==> src/hdl/core_pkg.sv <==
package core_pkg;

    // datapath width of the integer units
    localparam int LEN_WORD = 32;

    // 64 physical registers in the rename pool
    localparam int LEN_PREG_ADDR = 6;

    // one operand or result word
    typedef logic [LEN_WORD-1:0] word_t;

    // physical destination tag carried alongside a result
    typedef logic [LEN_PREG_ADDR-1:0] preg_addr_t;

endpackage

==> src/hdl/div_pkg.sv <==
package div_pkg;

    // quotient bits resolved per digit step
    localparam int RADIX_BITS = 4;

    // eight steps cover the 32-bit dividend
    localparam int DIGIT_STEPS = core_pkg::LEN_WORD / RADIX_BITS;

    // nonzero divisor multiples 1 to 15
    localparam int MULTIPLES = 2**RADIX_BITS - 1;

    // bit s set means a pipeline register follows digit step s
    localparam logic [DIGIT_STEPS-1:0] STEP_REG_MASK = 8'b0010_0100;

    // divisor times digit, four bits wider than a word
    typedef logic [core_pkg::LEN_WORD+RADIX_BITS-1:0] multiple_t;

    // bit 1 picks the remainder, bit 0 marks unsigned
    typedef enum logic [1:0] {
        DIV  = 2'b00,
        DIVU = 2'b01,
        REM  = 2'b10,
        REMU = 2'b11
    } div_op_t;

    typedef struct packed {
        div_op_t             op;
        core_pkg::word_t     dividend;
        core_pkg::word_t     divisor;
        core_pkg::preg_addr_t tag;
    } div_req_t;

    // facts needed after the unsigned core, travels with the data
    typedef struct packed {
        core_pkg::preg_addr_t tag;
        logic                want_rem;
        logic                neg_quot;
        logic                neg_rem;
        logic                div_by_zero;
        core_pkg::word_t     dividend;
    } div_meta_t;

    typedef struct packed {
        core_pkg::word_t      value;
        core_pkg::preg_addr_t tag;
    } div_result_t;

endpackage

==> src/hdl/div_operand_prep.sv <==
`timescale 1ns/10ps

module div_operand_prep (
    input  div_pkg::div_req_t  req,
    output core_pkg::word_t    dividend_abs,
    output core_pkg::word_t    divisor_abs,
    output div_pkg::div_meta_t meta
);
    import core_pkg::*;
    import div_pkg::*;

    logic is_signed;
    logic dividend_neg;
    logic divisor_neg;
    logic div_by_zero;

    assign is_signed = (req.op == DIV) || (req.op == REM);

    // sign bits only count for the signed ops
    assign dividend_neg = is_signed && req.dividend[LEN_WORD-1];
    assign divisor_neg  = is_signed && req.divisor[LEN_WORD-1];

    assign div_by_zero = (req.divisor == '0);

    // most negative value maps onto itself, read as unsigned 2^31
    assign dividend_abs = dividend_neg ? -req.dividend : req.dividend;
    assign divisor_abs  = divisor_neg  ? -req.divisor  : req.divisor;

    always_comb begin
        meta.tag         = req.tag;
        meta.want_rem    = (req.op == REM) || (req.op == REMU);
        // zero divisor keeps the all ones quotient unsigned
        meta.neg_quot    = (dividend_neg ^ divisor_neg) && !div_by_zero;
        // remainder follows the dividend sign
        meta.neg_rem     = dividend_neg;
        meta.div_by_zero = div_by_zero;
        meta.dividend    = req.dividend;
    end

endmodule

==> config.mk <==
export PLATFORM = sky130hd
export DESIGN_NAME = div_operand_prep
export DESIGN_NICKNAME = d
export VERILOG_FILES = /design/src/hdl/core_pkg.sv /design/src/hdl/div_pkg.sv /design/src/hdl/div_operand_prep.sv
export SDC_FILE = /design/constraint.sdc
export NUM_CORES = 1
export LEC_CHECK = 0
export BUFFER_PORTS_ARGS = -buffer_cell sky130_fd_sc_hd__buf_2
export CAP_MARGIN = 20
export CORE_ASPECT_RATIO = 1.2
export CORE_MARGIN = 2
export CORE_UTILIZATION = 35
export DETAILED_ROUTE_END_ITERATION = 6
export MAX_ROUTING_LAYER = met4
export PLACE_DENSITY = 0.77
export SETUP_SLACK_MARGIN = 0.4
export SLEW_MARGIN = 40
export SYNTH_ARGS = -nofsm -noshare
export SYNTH_HDL_FRONTEND = slang
export SYNTH_SLANG_ARGS = --single-unit
==> constraint.sdc <==
create_clock -name vclk -period 2.15
set_input_delay 0.215 -clock vclk [all_inputs]
set_output_delay 0.215 -clock vclk [all_outputs]
set_load 0.01 [all_outputs]
---- After elaboration in Yosys (flattened, before gate mapping) ----
Index checks and enable logic that the tools add are counted.
word-level totals
  memories kept ........................... 0
  bits in latches ......................... 0
  output and inout port bits .............. 106
  input bits .............................. 72
  bits in writable memories ............... 0
  bits in read-only memories .............. 0
  register bits after elaboration ......... 0
operators by class
  add/subtract/negate cells ............... 2
  reduce and logical (&&, ||, !) cells .... 8
  divide/modulo/power cells ............... 0
  shifts and indexed selects .............. 0
  bitwise logic cells ..................... 1
  $mul .................................... 0
  equal/unequal tests ..................... 2
  mux-type cells .......................... 2
  order comparisons ....................... 0
operators by type and width
  operator                              number
  two-way mux 32 bit                    2
  negation 32 bit                       2
  zero test 32 bit                      1
  == test 2 bit, second input constant  2
  logical AND 1 bit                     3
  zero test 2 bit                       1
  logical OR 1 bit                      2
  zero test 1 bit                       1
  XOR 1 bit                             1

---- Depth between registers and ports, before layout ----
  word-level depth ........................ 5
  gate-level depth with buffers ........... 7
  depth with buffers taken out ............ 6

---- Worst setup path after synthesis ----
No wires, ideal clock.
  path kind ............................... input-to-output
  from .................................... input req[39] in the netlist's numbering
  to ...................................... output dividend_abs[24]
  data required time ...................... 1.935 ns
  path slack .............................. 0.242 ns
  buffers on the path ..................... 1
  arrival ................................. 1.693 ns
  cell stages on the path ................. 7
  cell sequence ........................... inv_1 ha_1 nor3b_1 nand4b_1 clkbuf_1 o41ai_1 xnor2_1
between the ends
  cells in the longest elaborated chain, start to end .. 2
RTL lines
  item                RTL line                RTL
  start, declared     div_operand_prep.sv:4   input div_pkg::div_req_t req,
  negation 32 bit     div_operand_prep.sv:26  assign dividend_abs = dividend_neg ? -req.dividend : req.dividend;
  two-way mux 32 bit  div_operand_prep.sv:26
  end, declared       div_operand_prep.sv:5   output core_pkg::word_t dividend_abs,
Every way passes these cells.

---- Final worst setup path ----
  from .................................... input req[24] in the netlist's numbering
  to ...................................... output divisor_abs[27]
between the ends
  cells in the longest elaborated chain, start to end .. 2
RTL lines
  item                RTL line                RTL
  negation 32 bit     div_operand_prep.sv:27  assign divisor_abs = divisor_neg ? -req.divisor : req.divisor;
  two-way mux 32 bit  div_operand_prep.sv:27
  end, declared       div_operand_prep.sv:6   output core_pkg::word_t divisor_abs,
Every way passes these cells.

==> impl_metrics.py <==
metrics = {
    "run_status": {
        "outcome": "complete, no violations",
    },
    "timing": {
        "grt_setup_unrepaired": "true",
        "period_share_pct": 99.2,
        "finalCriticalPeriod_ns": 2.13,
        "max_freq_mhz": 469,
        "finalHoldWorstSlack_ns": 0.430,
        "max_slew.worst_pin.slew_ns": 0.510,
        "hold_viol_final": 0,
        "finalMaxSlewViolations": 0,
        "setup_viol_count_final": 0,
        "maxSlewHeadroom_pct": 65.8,
    },
    "routing": {
        "met3_wirelength_um": 620,
        "drt_first_pass_iters": 6,
        "dr_drc_count": 0,
        "detailed_route_wire_length_um": 8960,
        "route.vias.total": 2914,
        "top_layer_used": "met4",
        "average_wire_per_standard_cell_um": 17.9,
        "ant_nets": 0,
        "drt_iter0_drc": 168,
        "routed-wl-met2_um": 4830,
        "wl_met1_um": 3160,
        "avgViaCountPerCell": 5.80,
    },
    "power": {
        "power_density_mw_per_mm2": 207,
        "leakage_power_total_nw": 1.60,
        "ir_drop_uv": 157,
        "report.power.total_uw": 763,
    },
    "synth": {
        "seq_area_frac_synth_pct": 0,
        "syn_warnings": 0,
        "synth_top_area_share_pct": 17.3,
        "mapped_area_mm2": 0.00187,
        "post_synth_most_frequent_cells": "43 x sky130_fd_sc_hd__buf_4, 35 x sky130_fd_sc_hd__xnor2_1, 21 x sky130_fd_sc_hd__nor2_1",
        "synth.distinct_cells": 42,
        "netlist.top_cell.by_area": "sky130_fd_sc_hd__buf_4",
        "ys_top_cells_by_area": "sky130_fd_sc_hd__buf_4 17%, sky130_fd_sc_hd__xnor2_1 16%, sky130_fd_sc_hd__xor2_1 8.9%",
        "synthesized_net_count": 350,
        "yosys.cell_count.top_type": "sky130_fd_sc_hd__buf_4",
        "syn-mean-instance-area_um2": 6.77,
        "syn_inst": 276,
    },
    "placement": {
        "placedInstanceArea_mm2": 0.00262,
        "dp_hpwl_um": 5470,
        "gp_congestion": 0.932,
        "port-buffer-count": 164,
    },
    "setup_path": {
        "crit_path_cell_trace": "buf_6 -> or4_4 -> or4_4 -> o41ai_4 -> xnor2_1 -> buf_2",
        "crit_path_max_incr_delay_ns": 0.56,
        "cp.arrival_ns": 1.92,
        "crit_path_start_kind": "input port",
        "criticalPathCategory": "input port to primary output",
        "cp_slowest_cell": "sky130_fd_sc_hd__or4_4",
        "cp_common_cell": "sky130_fd_sc_hd__or4_4",
        "cp.required_ns": 1.93,
        "critPathCaptureType": "primary output",
        "worstPathMaxFanout": 3,
    },
    "hold_path": {
        "min_path_cells": 0,
        "holdCritStartpoint": "req[1]",
        "worst_hold_path_type": "input port to primary output",
        "min_to": "meta[37]",
    },
    "finish": {
        "multiInputGateArea_mm2": 0.00211,
        "area_of_all_sequential_standard_cells_um2": 0,
        "num-nets-final": 516,
        "n_clock_buffer": 0,
        "final_layout_size_suffix_gt1_share_pct": 68.2,
        "layout-area-overhead-vs-synth_pct": 96.9,
        "final_cell_area_mm2": 0.00368,
        "fillCellCount": 333,
        "design.seq.count": 0,
        "insertedDiodeCount": 0,
    },
    "floorplanning": {
        "core_region_area_mm2": 0.00523,
        "die_w_um": 70.7,
        "die-height_um": 84.1,
        "core.rowCount": 29,
        "ios": 178,
        "design.die.area_mm2": 0.00594,
        "floorplan.initialDensity_pct": 35.8,
    },
    "global_routing": {
        "largest_net_degree_at_the_start_of_global_routing": 21,
        "grt_antenna_before_repair": 0,
        "first_global_vias": 2516,
        "grt_use_total_pct": 24.1,
        "overflow": 0,
        "grt_first_pass_wirelength_um": 11800,
    },
    "clock_tree": {
        "postCtsHoldBufs": 0,
    },
    "job": {
        "timing.max_cap.violations": 0,
    },
}
==> critical path: cells and delay by family <==
kind,cells,cell delay [ns]
buffers and inverters,2,0.23
and+or+nand+nor,2,1.08
xor gates and xnor gates,1,0.14
AOI/OAI and AO/OA,1,0.24
==> layout by cell type, fill, tap and decap left out, types with 3 or more instances in the layout <==
cell type	netlist	final
sky130_fd_sc_hd__a21oi_1	9	9
sky130_fd_sc_hd__a31oi_1	7	3
sky130_fd_sc_hd__buf_2	0	143
sky130_fd_sc_hd__buf_4	43	36
sky130_fd_sc_hd__buf_6	1	27
sky130_fd_sc_hd__buf_8	0	6
sky130_fd_sc_hd__inv_1	10	5
sky130_fd_sc_hd__inv_4	0	3
sky130_fd_sc_hd__nand2_1	12	10
sky130_fd_sc_hd__nand4_1	7	7
sky130_fd_sc_hd__nor2_1	21	16
sky130_fd_sc_hd__nor2_2	0	4
sky130_fd_sc_hd__nor3_1	12	6
sky130_fd_sc_hd__nor3_2	0	3
sky130_fd_sc_hd__nor3_4	0	3
sky130_fd_sc_hd__nor4_1	15	4
sky130_fd_sc_hd__nor4_2	1	4
sky130_fd_sc_hd__nor4_4	0	8
sky130_fd_sc_hd__o21ai_0	15	4
sky130_fd_sc_hd__o21ai_2	0	10
sky130_fd_sc_hd__o31ai_1	12	4
sky130_fd_sc_hd__o31ai_4	0	7
sky130_fd_sc_hd__o41ai_4	0	5
sky130_fd_sc_hd__or4_4	2	7
sky130_fd_sc_hd__xnor2_1	35	34
sky130_fd_sc_hd__xor2_1	19	19
==> worst max-delay path by stage <==
| stage | slack, ns | depth (start not counted) | to | from |
|---|---|---|---|---|
| floorplan | 0.25 | 4 | divisor_abs[27] | req[25] |
| global placement | 0.03 | 6 | divisor_abs[27] | req[25] |
| detailed placement | 0.03 | 6 | divisor_abs[27] | req[25] |
| CTS | 0.04 | 6 | divisor_abs[27] | req[25] |
| global route | -0.005 | 6 | divisor_abs[27] | req[24] |
| finish | 0.02 | 6 | divisor_abs[27] | req[24] |
==> final cells by class <==
type / instances / share of cell area, %
timing repair inverter: 1 / 0.204
multi-input combinational: 214 / 57.3
timing repair buffer: 215 / 38.9
tap: 62 / 2.11
inverter: 10 / 1.46
==> repair_timing <==
item	CTS	global route
endpoints found under the setup margin	42	48
setup buffers	9	14
pin swaps	36	32
gates cloned	2	1
hold endpoints to repair	0	0
gates resized for setup	110	87
==> report_power, final <==
group / leakage, nW / total [mW] / internal, mW / switching [mW]
Combinational: 1.60 / 0.763 / 0.349 / 0.414
Sequential: 0 / 0 / 0 / 0
Clock: 0 / 0 / 0 / 0
==> cells by family (layout without fill, tap and decap cells) <==
kind of cell             after synthesis  count (layout)  synth area share [%]
adder cells (fa/ha/maj)                2               2                  1.34
buffers and inverters                 62             226                  21.5
XOR/XNOR                              54              54                  25.3
AO/OA/AOI/OAI                         60              60                  22.0
AND/OR/NAND/NOR                       98              98                  29.9
==> stage by stage <==
step / setup WS (ns) / cells / setup TNS (ns) / util [%]
finish: 0.0169 / 502 / 0 / 70.4
global route: -0.00480 / 502 / -0.00480 / 70.4
CTS: 0.0421 / 487 / 0 / 61.5
detailed placement: 0.0256 / 476 / 0 / 50.0
global placement: 0.0289 / 476 / 0 / 50.0
floorplan: 0.255 / 276 / 0 / -
==> routing by layer <==
layer,global-route usage [%],vias up
met4,6.17,0
met2,46.6,198
met5,-,-
li1,-,1318
met3,1.09,30
met1,26.1,1368
Note: power is estimated with default switching activity, not from simulation.
