===== src/hdl/core_pkg.sv =====
package core_pkg;

    // datapath width of the integer units
    localparam int LEN_WORD = 32;

    // 64 physical registers in the rename pool
    localparam int LEN_PREG_ADDR = 6;

    // one operand or result word
    typedef logic [LEN_WORD-1:0] word_t;

    // physical destination tag carried alongside a result
    typedef logic [LEN_PREG_ADDR-1:0] preg_addr_t;

endpackage


===== src/hdl/div_pkg.sv =====
package div_pkg;

    // quotient bits resolved per digit step
    localparam int RADIX_BITS = 4;

    // eight steps cover the 32-bit dividend
    localparam int DIGIT_STEPS = core_pkg::LEN_WORD / RADIX_BITS;

    // nonzero divisor multiples 1 to 15
    localparam int MULTIPLES = 2**RADIX_BITS - 1;

    // bit s set means a pipeline register follows digit step s
    localparam logic [DIGIT_STEPS-1:0] STEP_REG_MASK = 8'b0010_0100;

    // divisor times digit, four bits wider than a word
    typedef logic [core_pkg::LEN_WORD+RADIX_BITS-1:0] multiple_t;

    // bit 1 picks the remainder, bit 0 marks unsigned
    typedef enum logic [1:0] {
        DIV  = 2'b00,
        DIVU = 2'b01,
        REM  = 2'b10,
        REMU = 2'b11
    } div_op_t;

    typedef struct packed {
        div_op_t             op;
        core_pkg::word_t     dividend;
        core_pkg::word_t     divisor;
        core_pkg::preg_addr_t tag;
    } div_req_t;

    // facts needed after the unsigned core, travels with the data
    typedef struct packed {
        core_pkg::preg_addr_t tag;
        logic                want_rem;
        logic                neg_quot;
        logic                neg_rem;
        logic                div_by_zero;
        core_pkg::word_t     dividend;
    } div_meta_t;

    typedef struct packed {
        core_pkg::word_t      value;
        core_pkg::preg_addr_t tag;
    } div_result_t;

endpackage


===== src/hdl/div_result_fix.sv =====
`timescale 1ns/10ps

module div_result_fix (
    input  logic                 clk,
    input  logic                 arst_n,
    input  logic                 in_valid,
    input  core_pkg::word_t      quotient,
    input  core_pkg::word_t      remainder,
    input  div_pkg::div_meta_t   meta,
    output logic                 done,
    output div_pkg::div_result_t result
);
    import core_pkg::*;

    word_t quot_signed;
    word_t rem_signed;
    word_t value;

    assign quot_signed = meta.neg_quot ? -quotient  : quotient;
    assign rem_signed  = meta.neg_rem  ? -remainder : remainder;

    // divide by zero: all ones quotient, remainder is the dividend as given
    always_comb begin
        if (meta.want_rem) begin
            value = meta.div_by_zero ? meta.dividend : rem_signed;
        end else begin
            value = meta.div_by_zero ? '1 : quot_signed;
        end
    end

    always_ff @(posedge clk or negedge arst_n) begin
        if (!arst_n) begin
            done <= 1'b0;
        end else begin
            done <= in_valid;
        end
    end

    // holds the last result between operations
    always_ff @(posedge clk) begin
        if (in_valid) begin
            result.value <= value;
            result.tag   <= meta.tag;
        end
    end

endmodule


===== config.mk =====
export PLATFORM = sky130hd
export DESIGN_NAME = div_result_fix
export DESIGN_NICKNAME = d
export VERILOG_FILES = /design/src/hdl/core_pkg.sv /design/src/hdl/div_pkg.sv /design/src/hdl/div_result_fix.sv
export SDC_FILE = /design/constraint.sdc
export NUM_CORES = 1
export LEC_CHECK = 0
export ABC_AREA = 1
export BUFFER_PORTS_ARGS = -buffer_cell sky130_fd_sc_hd__buf_2
export CAP_MARGIN = 10
export CORE_UTILIZATION = 51
export CTS_CLUSTER_SIZE = 16
export DETAILED_ROUTE_END_ITERATION = 7
export PLACE_DENSITY = 0.82
export SYNTH_ARGS = -nofsm -noshare
export SYNTH_HDL_FRONTEND = slang
export SYNTH_SLANG_ARGS = --single-unit

===== constraint.sdc =====
create_clock -name clk -period 0.8 [get_ports clk]
set_input_delay 0.12 -clock clk [delete_from_list [all_inputs] [get_ports clk]]
set_output_delay 0.12 -clock clk [all_outputs]
set_load 0.01 [all_outputs]

==> results of run 1 <==
what timing repair did:
item	4_1_cts
hold buffers	1
gates resized for setup	172
pin swaps	84
endpoints found under the hold margin	1
setup buffers	21
endpoints found under the setup margin	70
through the flow:
step / setup slack [ns] / hold slack, ns / instance area, um^2 / utilization / std cells
floorplan: -0.5130 / -0.1756 / 4269 / - / 653
global placement: -0.7629 / -0.1053 / 6063 / 0.8184 / 1019
detailed placement: -0.8303 / -0.1028 / 6063 / 0.8184 / 1019
CTS: -0.4074 / 0.003908 / 6860 / 0.9260 / 1048
cells in the mapped netlist:
| library cell | number | area [um^2] |
|---|---|---|
| sky130_fd_sc_hd__inv_2 | 6 | 22.52 |
| sky130_fd_sc_hd__buf_4 | 1 | 7.510 |
| sky130_fd_sc_hd__o2111ai_1 | 1 | 8.760 |
| sky130_fd_sc_hd__o31ai_1 | 1 | 7.510 |
| sky130_fd_sc_hd__nand4_1 | 11 | 68.82 |
| sky130_fd_sc_hd__or2_1 | 3 | 18.77 |
| sky130_fd_sc_hd__xnor2_1 | 4 | 35.03 |
| sky130_fd_sc_hd__nor2_1 | 117 | 439.2 |
| sky130_fd_sc_hd__dfrtp_1 | 1 | 25.02 |
| sky130_fd_sc_hd__a21boi_0 | 2 | 15.01 |
| sky130_fd_sc_hd__a21o_1 | 1 | 7.510 |
| sky130_fd_sc_hd__and2_1 | 1 | 6.260 |
| sky130_fd_sc_hd__a32oi_1 | 1 | 8.760 |
| sky130_fd_sc_hd__nand3_1 | 68 | 340.3 |
| sky130_fd_sc_hd__edfxtp_1 | 38 | 1141 |
| sky130_fd_sc_hd__a21oi_1 | 17 | 85.08 |
| sky130_fd_sc_hd__o21ai_0 | 34 | 170.2 |
| sky130_fd_sc_hd__clkbuf_1 | 9 | 33.78 |
| sky130_fd_sc_hd__o211ai_1 | 9 | 67.56 |
| sky130_fd_sc_hd__o21a_1 | 2 | 15.01 |
| sky130_fd_sc_hd__buf_2 | 10 | 50.05 |
| sky130_fd_sc_hd__or2_4 | 1 | 8.760 |
| sky130_fd_sc_hd__buf_1 | 4 | 15.01 |
| sky130_fd_sc_hd__o21bai_1 | 1 | 7.510 |
| sky130_fd_sc_hd__buf_6 | 1 | 11.26 |
| sky130_fd_sc_hd__a31oi_1 | 1 | 6.260 |
| sky130_fd_sc_hd__inv_1 | 50 | 187.7 |
| sky130_fd_sc_hd__ha_1 | 2 | 25.02 |
| sky130_fd_sc_hd__o221ai_1 | 3 | 26.28 |
| sky130_fd_sc_hd__nor2_4 | 5 | 56.30 |
| sky130_fd_sc_hd__xor2_1 | 7 | 61.31 |
| sky130_fd_sc_hd__nand3b_1 | 3 | 22.52 |
| sky130_fd_sc_hd__or2_0 | 1 | 6.260 |
| sky130_fd_sc_hd__nand2_2 | 4 | 25.02 |
| sky130_fd_sc_hd__o21ai_1 | 9 | 45.04 |
| sky130_fd_sc_hd__nand3_4 | 2 | 35.03 |
| sky130_fd_sc_hd__nand2_1 | 208 | 780.8 |
| sky130_fd_sc_hd__nor2_2 | 7 | 43.79 |
| sky130_fd_sc_hd__o21bai_2 | 1 | 11.26 |
| sky130_fd_sc_hd__nor3_1 | 6 | 30.03 |
cells by family after synthesis:
logic type / Yosys count
adder cells (fa/ha/maj): 2
buffers and inverters: 81
flip-flops: 39
AO/OA/AOI/OAI: 83
XOR/XNOR: 11
AND/OR/NAND/NOR: 437
==> impl_metrics.toml, run 1 <==
[placed_design]
detailed_place_hpwl_um = 12450
gpl.final_weighted_congestion = 1.030
io_buffers = 147

[clock_tree]
clock_sinks = 39
count_of_h_tree_levels_built_during_cts = 2
clock_tree.buffer_depth = 2
cts_made_buffers = 5
cts-root-buf = "sky130_fd_sc_hd__clkbuf_8"

[synth]
synth-seq-cells = 39
muxShareOfSynthArea = 0
synthesis.instances = 653
synth_adder_area_share = 0.006289
synth_top_family_by_area = "simple AND/OR/NAND/NOR gates"
synth.yosys.warnings = 0
synth_fp_nets = 764
synth.yosys.seq_area_share = 0.2931
syn-mean-instance-area_um2 = 6.093
synthDistinctLibCells = 40
synth_compound_area_frac = 0.1211
synthXorXnorAreaFrac = 0.02421
synth.cell_area_um2 = 3979
synth-simple-area-share = 0.4730

[floorplanning]
start_util = 0.5371
die_height_um = 90.33
fp-row-count = 31
ioPinCount = 148
chipWidth_um = 90.33

[status]
outcome = "did not finish"
last-stage-reached = "5_1_grt"
toolErrorMsg = "[ERROR DPL-0038] Utilization greater than 100%, impossible to legalize"

[sta]
worstEndpointGrtRepair = "result[34]$_DFFE_PP_/D"
worst-endpoint-pin-kind = "register data pin"

[global_route]
grt_start_max_net_pins = 38
==> run 2, diff against run 1 <==
--- a/config.mk
+++ b/config.mk
@@ -8,10 +8,9 @@
 export ABC_AREA = 1
 export BUFFER_PORTS_ARGS = -buffer_cell sky130_fd_sc_hd__buf_2
 export CAP_MARGIN = 10
-export CORE_UTILIZATION = 51
-export CTS_CLUSTER_SIZE = 16
+export CORE_UTILIZATION = 40
 export DETAILED_ROUTE_END_ITERATION = 7
-export PLACE_DENSITY = 0.82
+export PLACE_DENSITY_LB_ADDON = 0.15
 export SYNTH_ARGS = -nofsm -noshare
 export SYNTH_HDL_FRONTEND = slang
 export SYNTH_SLANG_ARGS = --single-unit
==> impl_metrics.toml, run 2 <==
[flow_run]
maxCapViolations = 0

[sta]
worst_pin_slew_ns = 0.4062
rsz_0062_raised_after_global_routing = "yes"
drv_slew = 0
fmax_mhz = 778.3
worst_slack_ns = -0.4849
report.final.hold_viol_count = 0
period_minus_slack_ns = 1.285
setup_violations = 70
slew_headroom = 0.7263
setup-tns-final_ns = -16.14
period_share = 1.606

[synth]
synth.area.top_cells = "sky130_fd_sc_hd__edfxtp_1 29%, sky130_fd_sc_hd__nand2_1 20%, sky130_fd_sc_hd__nor2_1 11%"
synth-seq-cells = 39
synth.cell_area_um2 = 3979
post-synth-top-count-cell = "sky130_fd_sc_hd__nand2_1"
synth.yosys.warnings = 0
synth_fp_nets = 764
syn-mean-instance-area_um2 = 6.093
synthDistinctLibCells = 40
synthDominantAreaCellType = "sky130_fd_sc_hd__edfxtp_1"
synth_top_cells_by_count = "208 x sky130_fd_sc_hd__nand2_1, 117 x sky130_fd_sc_hd__nor2_1, 68 x sky130_fd_sc_hd__nand3_1, 50 x sky130_fd_sc_hd__inv_1, 38 x sky130_fd_sc_hd__edfxtp_1"
yosysTopAreaCellShare = 0.2868
ys.flop_type = "sky130_fd_sc_hd__edfxtp_1"
async_flop_share = 0.02564
synth.yosys.seq_area_share = 0.2931
number_of_synthesized_flops_with_an_enable_pin = 38
synthesis.instances = 653

[global_route]
grt_use_total = 0.3212
via_count_of_the_first_global_routing_pass = 5565
globalRouteMet3Util = 0.04624
grt_start_max_net_pins = 38
first_pass_grt_wire_length_um = 25660
busiest_layer = "met2"
use_met2 = 0.5821
use_met1 = 0.3674
grt_antenna_before_repair = 0
overflow = 0

[power]
power.clock.fraction = 0.221
vdd.ir_drop.worst_mv = 0.8951
p_int_mw = 4.918
power_per_cell_area_nw_per_um2 = 1005
combPwrFrac = 0.435
switching_portion_of_total_power = 0.3386
switching_power_mw = 2.517
pwr-share-seq = 0.344
power_leakage_nw = 3.440

[placed_design]
dpl_cell_area_um2 = 6121
dp_slack_ns = -0.8950
io_buffers = 147
detailed_place_hpwl_um = 12240
dp.cells = 1055
gpl.final_weighted_congestion = 0.9359

[route]
detail_route.wirelength_um = 17190
drtAntennaViolNets = 0
detailed_route_vias_per_instance = 5.251
wire_per_inst_um = 15.56
route.vias.total = 5802
drt_pass1_iterations = 7
route.detailed.drc = 0
drt_first_iter_violations = 302

[cells_and_area]
flow.area_growth_from_synthesis_pct = 86.01
max_reg_flops = 38
antenna_cells_inserted = 0
fin_nets = 1082
top_reg_by_flops = "result"
layout_common_cells = "169 x sky130_fd_sc_hd__nand2_1, 159 x sky130_fd_sc_hd__buf_4, 123 x sky130_fd_sc_hd__buf_2, 72 x sky130_fd_sc_hd__nor2_1, 47 x sky130_fd_sc_hd__nand3_1"
utilization = 0.7642
reg_top3 = "result: 38 flops, done: 1 flops"
layout-drive-gt1-share = 0.5309
finalNonFillerCells = 1105
final_area_um2 = 7401
n_fill_cell = 713
layout_commonest_cell = "sky130_fd_sc_hd__nand2_1"

[clock_tree]
cts_made_buffers = 5
clock_slew_at_the_register_clock_pins_of_the_worst_setup_and_hold_paths_ns = 0.08
cts_tree = "built"
count_of_h_tree_levels_built_during_cts = 2
clock_sinks = 39
cts-root-buf = "sky130_fd_sc_hd__clkbuf_8"
clock_tree.buffer_depth = 2

[critical_path]
startpoint_type = "input port"
cp_common_cell = "sky130_fd_sc_hd__nand2_1"
timing.critical_path.required_ns = 0.85
cpLargestDelayFamily = "simple AND/OR/NAND/NOR gates"
worstSetupEndpointType = "register"
crit_chain = "buf_4 -> nor2_4 -> nand2_8 -> nor2_4 -> buf_6 -> nand3_2 -> nand2_2 -> xor2_1 -> nand2_1 -> nand2_1 -> nand2_1"
crit_type = "input port to register"
arrival_ns = 1.33
worstPathBufferInverterCount = 2
crit_path_top_delay_cell = "sky130_fd_sc_hd__nor2_4"
critPathMaxStageDelay_ns = 0.19
crit_fanout = 4

[hold_path]
timing.hold.worst.class = "input port to register"

[floorplanning]
start_util = 0.4109
die_height_um = 101.7
design.die.area_um2 = 10350
chipWidth_um = 101.7
ioPinCount = 148
design.core.area_um2 = 9684
fp-row-count = 36

[status]
outcome = "finished, violations left"
violated_checks = "negative setup slack"
==> run 2: cell counts after synthesis <==
Identical to the previous run, type by type.
==> run 2: kinds of logic (layout without fill, tap and decap cells) <==
| family | count (synthesis) | count (layout) | synth area share |
|---|---|---|---|
| and+or+nand+nor | 437 | 438 | 0.4730 |
| AOI/OAI and AO/OA | 83 | 83 | 0.1211 |
| buffers and inverters | 81 | 399 | 0.08239 |
| DFF | 39 | 39 | 0.2931 |
| xor gates and xnor gates | 11 | 11 | 0.02421 |
| adders and majority gates | 2 | 2 | 0.006288 |
==> run 2: repair_timing <==
item | 4_1_cts | 5_1_grt
pin swaps | 107 | 71
buffers inserted | 27 | 12
hold buffers | 2 | 4
endpoints found under the hold margin | 2 | 4
endpoints found under the setup margin | 70 | 70
gates cloned | 1 | 0
gates resized for setup | 175 | 77
==> run 2: final cells by class <==
| cell class | count | area (um^2) | area share |
|---|---|---|---|
| Clock buffer | 5 | 68.82 | 0.009298 |
| Clock inverter | 3 | 38.79 | 0.005241 |
| Inverter | 56 | 266.5 | 0.03601 |
| Multi-Input combinational cell | 534 | 3222 | 0.4353 |
| Sequential cell | 39 | 1166 | 0.1576 |
| Tap cell | 133 | 166.4 | 0.02249 |
| Timing Repair Buffer | 335 | 2472 | 0.3341 |
==> run 2: power groups by stage <==
stage	Sequential, mW	Clock, mW	Combinational (mW)
after floorplan	2.69	0	1.11
final	2.56	1.64	3.24
after global routing	2.57	1.74	3.49
after CTS	2.55	1.64	2.99
after global placement	2.60	0	2.56
after detailed placement	2.59	0	2.60
==> run 2: stage by stage <==
stage / hold WS [ns] / power (mW)
final: 0.01932 / 7.435
after global routing: 0.01012 / 7.803
after CTS: 0.00007978 / 7.189
after detailed placement: -0.1043 / 5.198
after global placement: -0.1056 / 5.151
after floorplan: -0.1756 / 3.800
==> run 2: routing by layer <==
layer  vias to the layer above  part of all wire  wire length [um]
li1                       2783                 -                 -
met1                      2661              0.38              6605
met2                       281              0.51              8706
met3                        77             0.060              1024
met4                         0             0.050               853
met5                         -                 0                 0
==> run 2: worst paths after layout <==
path	cells past startpoint	endpoint	startpoint	slack [ns]
min	1	result[5]	meta[41]	0.02
max	11	result[17]	remainder[2]	-0.48
max in group asynchronous	2	done	arst_n	0.59
min in group asynchronous	2	done	arst_n	0.12
No activity file was read; power rests on OpenSTA's default activity.
==> run 3, diff against run 2 <==
--- a/config.mk
+++ b/config.mk
@@ -11,6 +11,7 @@
 export CORE_UTILIZATION = 40
 export DETAILED_ROUTE_END_ITERATION = 7
 export PLACE_DENSITY_LB_ADDON = 0.15
+export RECOVER_POWER = 100
 export SYNTH_ARGS = -nofsm -noshare
 export SYNTH_HDL_FRONTEND = slang
 export SYNTH_SLANG_ARGS = --single-unit
==> impl_metrics.toml, run 3 (synthesis results as in run 2) <==
[status]
outcome = "finished, violations left"
violated_checks = "negative setup slack"

[sta]
setup_violations = 70
fin_worst_hold_slack_ns = 0.01901
setup-tns-final_ns = -16.19
rsz_0062_raised_after_global_routing = "yes"
period_minus_slack_ns = 1.285
fmax_mhz = 778.0
worst_pin_slew_ns = 0.4454
report.final.hold_viol_count = 0
period_share = 1.607
slew_headroom = 0.7031
worst_slack_ns = -0.4853
drv_slew = 0

[global_route]
first_pass_grt_wire_length_um = 25660
grt_use_total = 0.3212
overflow = 0
grt_antenna_before_repair = 0
grt_start_max_net_pins = 38
via_count_of_the_first_global_routing_pass = 5565

[route]
wire_per_inst_um = 15.61
detail_route.wirelength_um = 17250
detailed_route_vias_per_instance = 5.252
route.detailed.drc = 0
drt_first_iter_violations = 312
drtAntennaViolNets = 0
route.vias.total = 5804
drt_pass1_iterations = 6

[clock_tree]
count_of_h_tree_levels_built_during_cts = 2
cts_tree = "built"
cts-root-buf = "sky130_fd_sc_hd__clkbuf_8"
clock_tree.buffer_depth = 2
clock_sinks = 39
cts_made_buffers = 5
clock_slew_at_the_register_clock_pins_of_the_worst_setup_and_hold_paths_ns = 0.08

[cells_and_area]
top_reg_by_flops = "result"
layout_common_cells = "169 x sky130_fd_sc_hd__nand2_1, 157 x sky130_fd_sc_hd__buf_4, 121 x sky130_fd_sc_hd__buf_2, 72 x sky130_fd_sc_hd__nor2_1, 47 x sky130_fd_sc_hd__nand3_1"
flow.area_growth_from_synthesis_pct = 85.47
n_fill_cell = 716
layout-drive-gt1-share = 0.5278
footprint_of_the_multi_input_gates_um2 = 3222
max_reg_flops = 38
reg_top3 = "result: 38 flops, done: 1 flops"
seqCellArea_um2 = 1166
fin_nets = 1082
antenna_cells_inserted = 0
layout_commonest_cell = "sky130_fd_sc_hd__nand2_1"

[power]
power_per_cell_area_nw_per_um2 = 1006
power_leakage_nw = 3.426
vdd.ir_drop.worst_mv = 0.8941

[floorplanning]
chipWidth_um = 101.7
design.core.area_um2 = 9684
fp-row-count = 36
ioPinCount = 148
start_util = 0.4109
design.die.area_um2 = 10350
die_height_um = 101.7

[placed_design]
gpl.final_weighted_congestion = 0.9359
io_buffers = 147
detailed_place_hpwl_um = 12240

[critical_path]
crit_fanout = 4
arrival_ns = 1.34
timing.critical_path.required_ns = 0.85
startpoint_type = "input port"
crit_type = "input port to register"
worstSetupEndpointType = "register"

[flow_run]
maxCapViolations = 0

[hold_path]
timing.hold.worst.class = "input port to register"
## run 3: what timing repair did
action | in CTS | in global routing
setup endpoints to repair | 70 | 70
buffers inserted | 27 | 12
hold endpoints to repair | 2 | 4
pin swaps | 107 | 71
gates cloned | 1 | 0
hold buffers | 2 | 4
resized for setup | 175 | 77
## run 3: final cells by class
| cell class | instances | area share |
|---|---|---|
| multi-input combinational | 534 | 0.4366 |
| timing repair buffer | 335 | 0.3321 |
| sequential | 39 | 0.1580 |
| inverter | 56 | 0.03611 |
| tap | 133 | 0.02255 |
| clock buffer | 5 | 0.009325 |
| clock inverter | 3 | 0.005256 |
## run 3: per-stage QoR
step / setup WS [ns] / cells / power (mW) / util / instance area (um^2)
6_report: -0.4853 / 1105 / 7.427 / 0.7620 / 7380
5_1_grt: -0.5659 / 1105 / 7.791 / 0.7620 / 7380
4_1_cts: -0.4544 / 1090 / 7.189 / 0.7258 / 7029
3_5_place_dp: -0.8950 / 1055 / 5.198 / 0.6320 / 6121
3_3_place_gp: -0.8365 / 1055 / 5.151 / 0.6320 / 6121
2_1_floorplan: -0.5130 / 653 / 3.800 / - / 4269
## run 3: path summary, 6_finish.rpt
check	end	startpoint	slack, ns	cells past startpoint
worst max-delay path	result[17]	remainder[2]	-0.49	11
worst min-delay path	result[5]	meta[41]	0.02	1
max in group asynchronous	done	arst_n	0.59	2
min in group asynchronous	done	arst_n	0.12	2
## run 3: power by group
part           leakage (nW)  total [mW]  internal (mW)  switching, mW
combinational          2.99        3.22           1.51           1.71
clock                0.0556        1.65          0.914          0.733
sequential            0.384        2.56           2.48         0.0730
## run 3: routing by layer
metal,vias to the layer above,wire length [um],track usage
li1,2782,-,-
met4,0,824,0.1594
met3,73,1038,0.04624
met5,-,0,0
met1,2682,6613,0.3674
met2,267,8770,0.5821
## run 3: worst max-delay path: stages
cell	delay, ns
sky130_fd_sc_hd__buf_4	0.14
sky130_fd_sc_hd__nor2_4	0.15
sky130_fd_sc_hd__nand2_8	0.08
sky130_fd_sc_hd__nor2_4	0.19
sky130_fd_sc_hd__buf_6	0.14
sky130_fd_sc_hd__nand3_2	0.06
sky130_fd_sc_hd__nand2_2	0.07
sky130_fd_sc_hd__xor2_1	0.19
sky130_fd_sc_hd__nand2_1	0.07
sky130_fd_sc_hd__nand2_1	0.07
sky130_fd_sc_hd__nand2_1	0.05
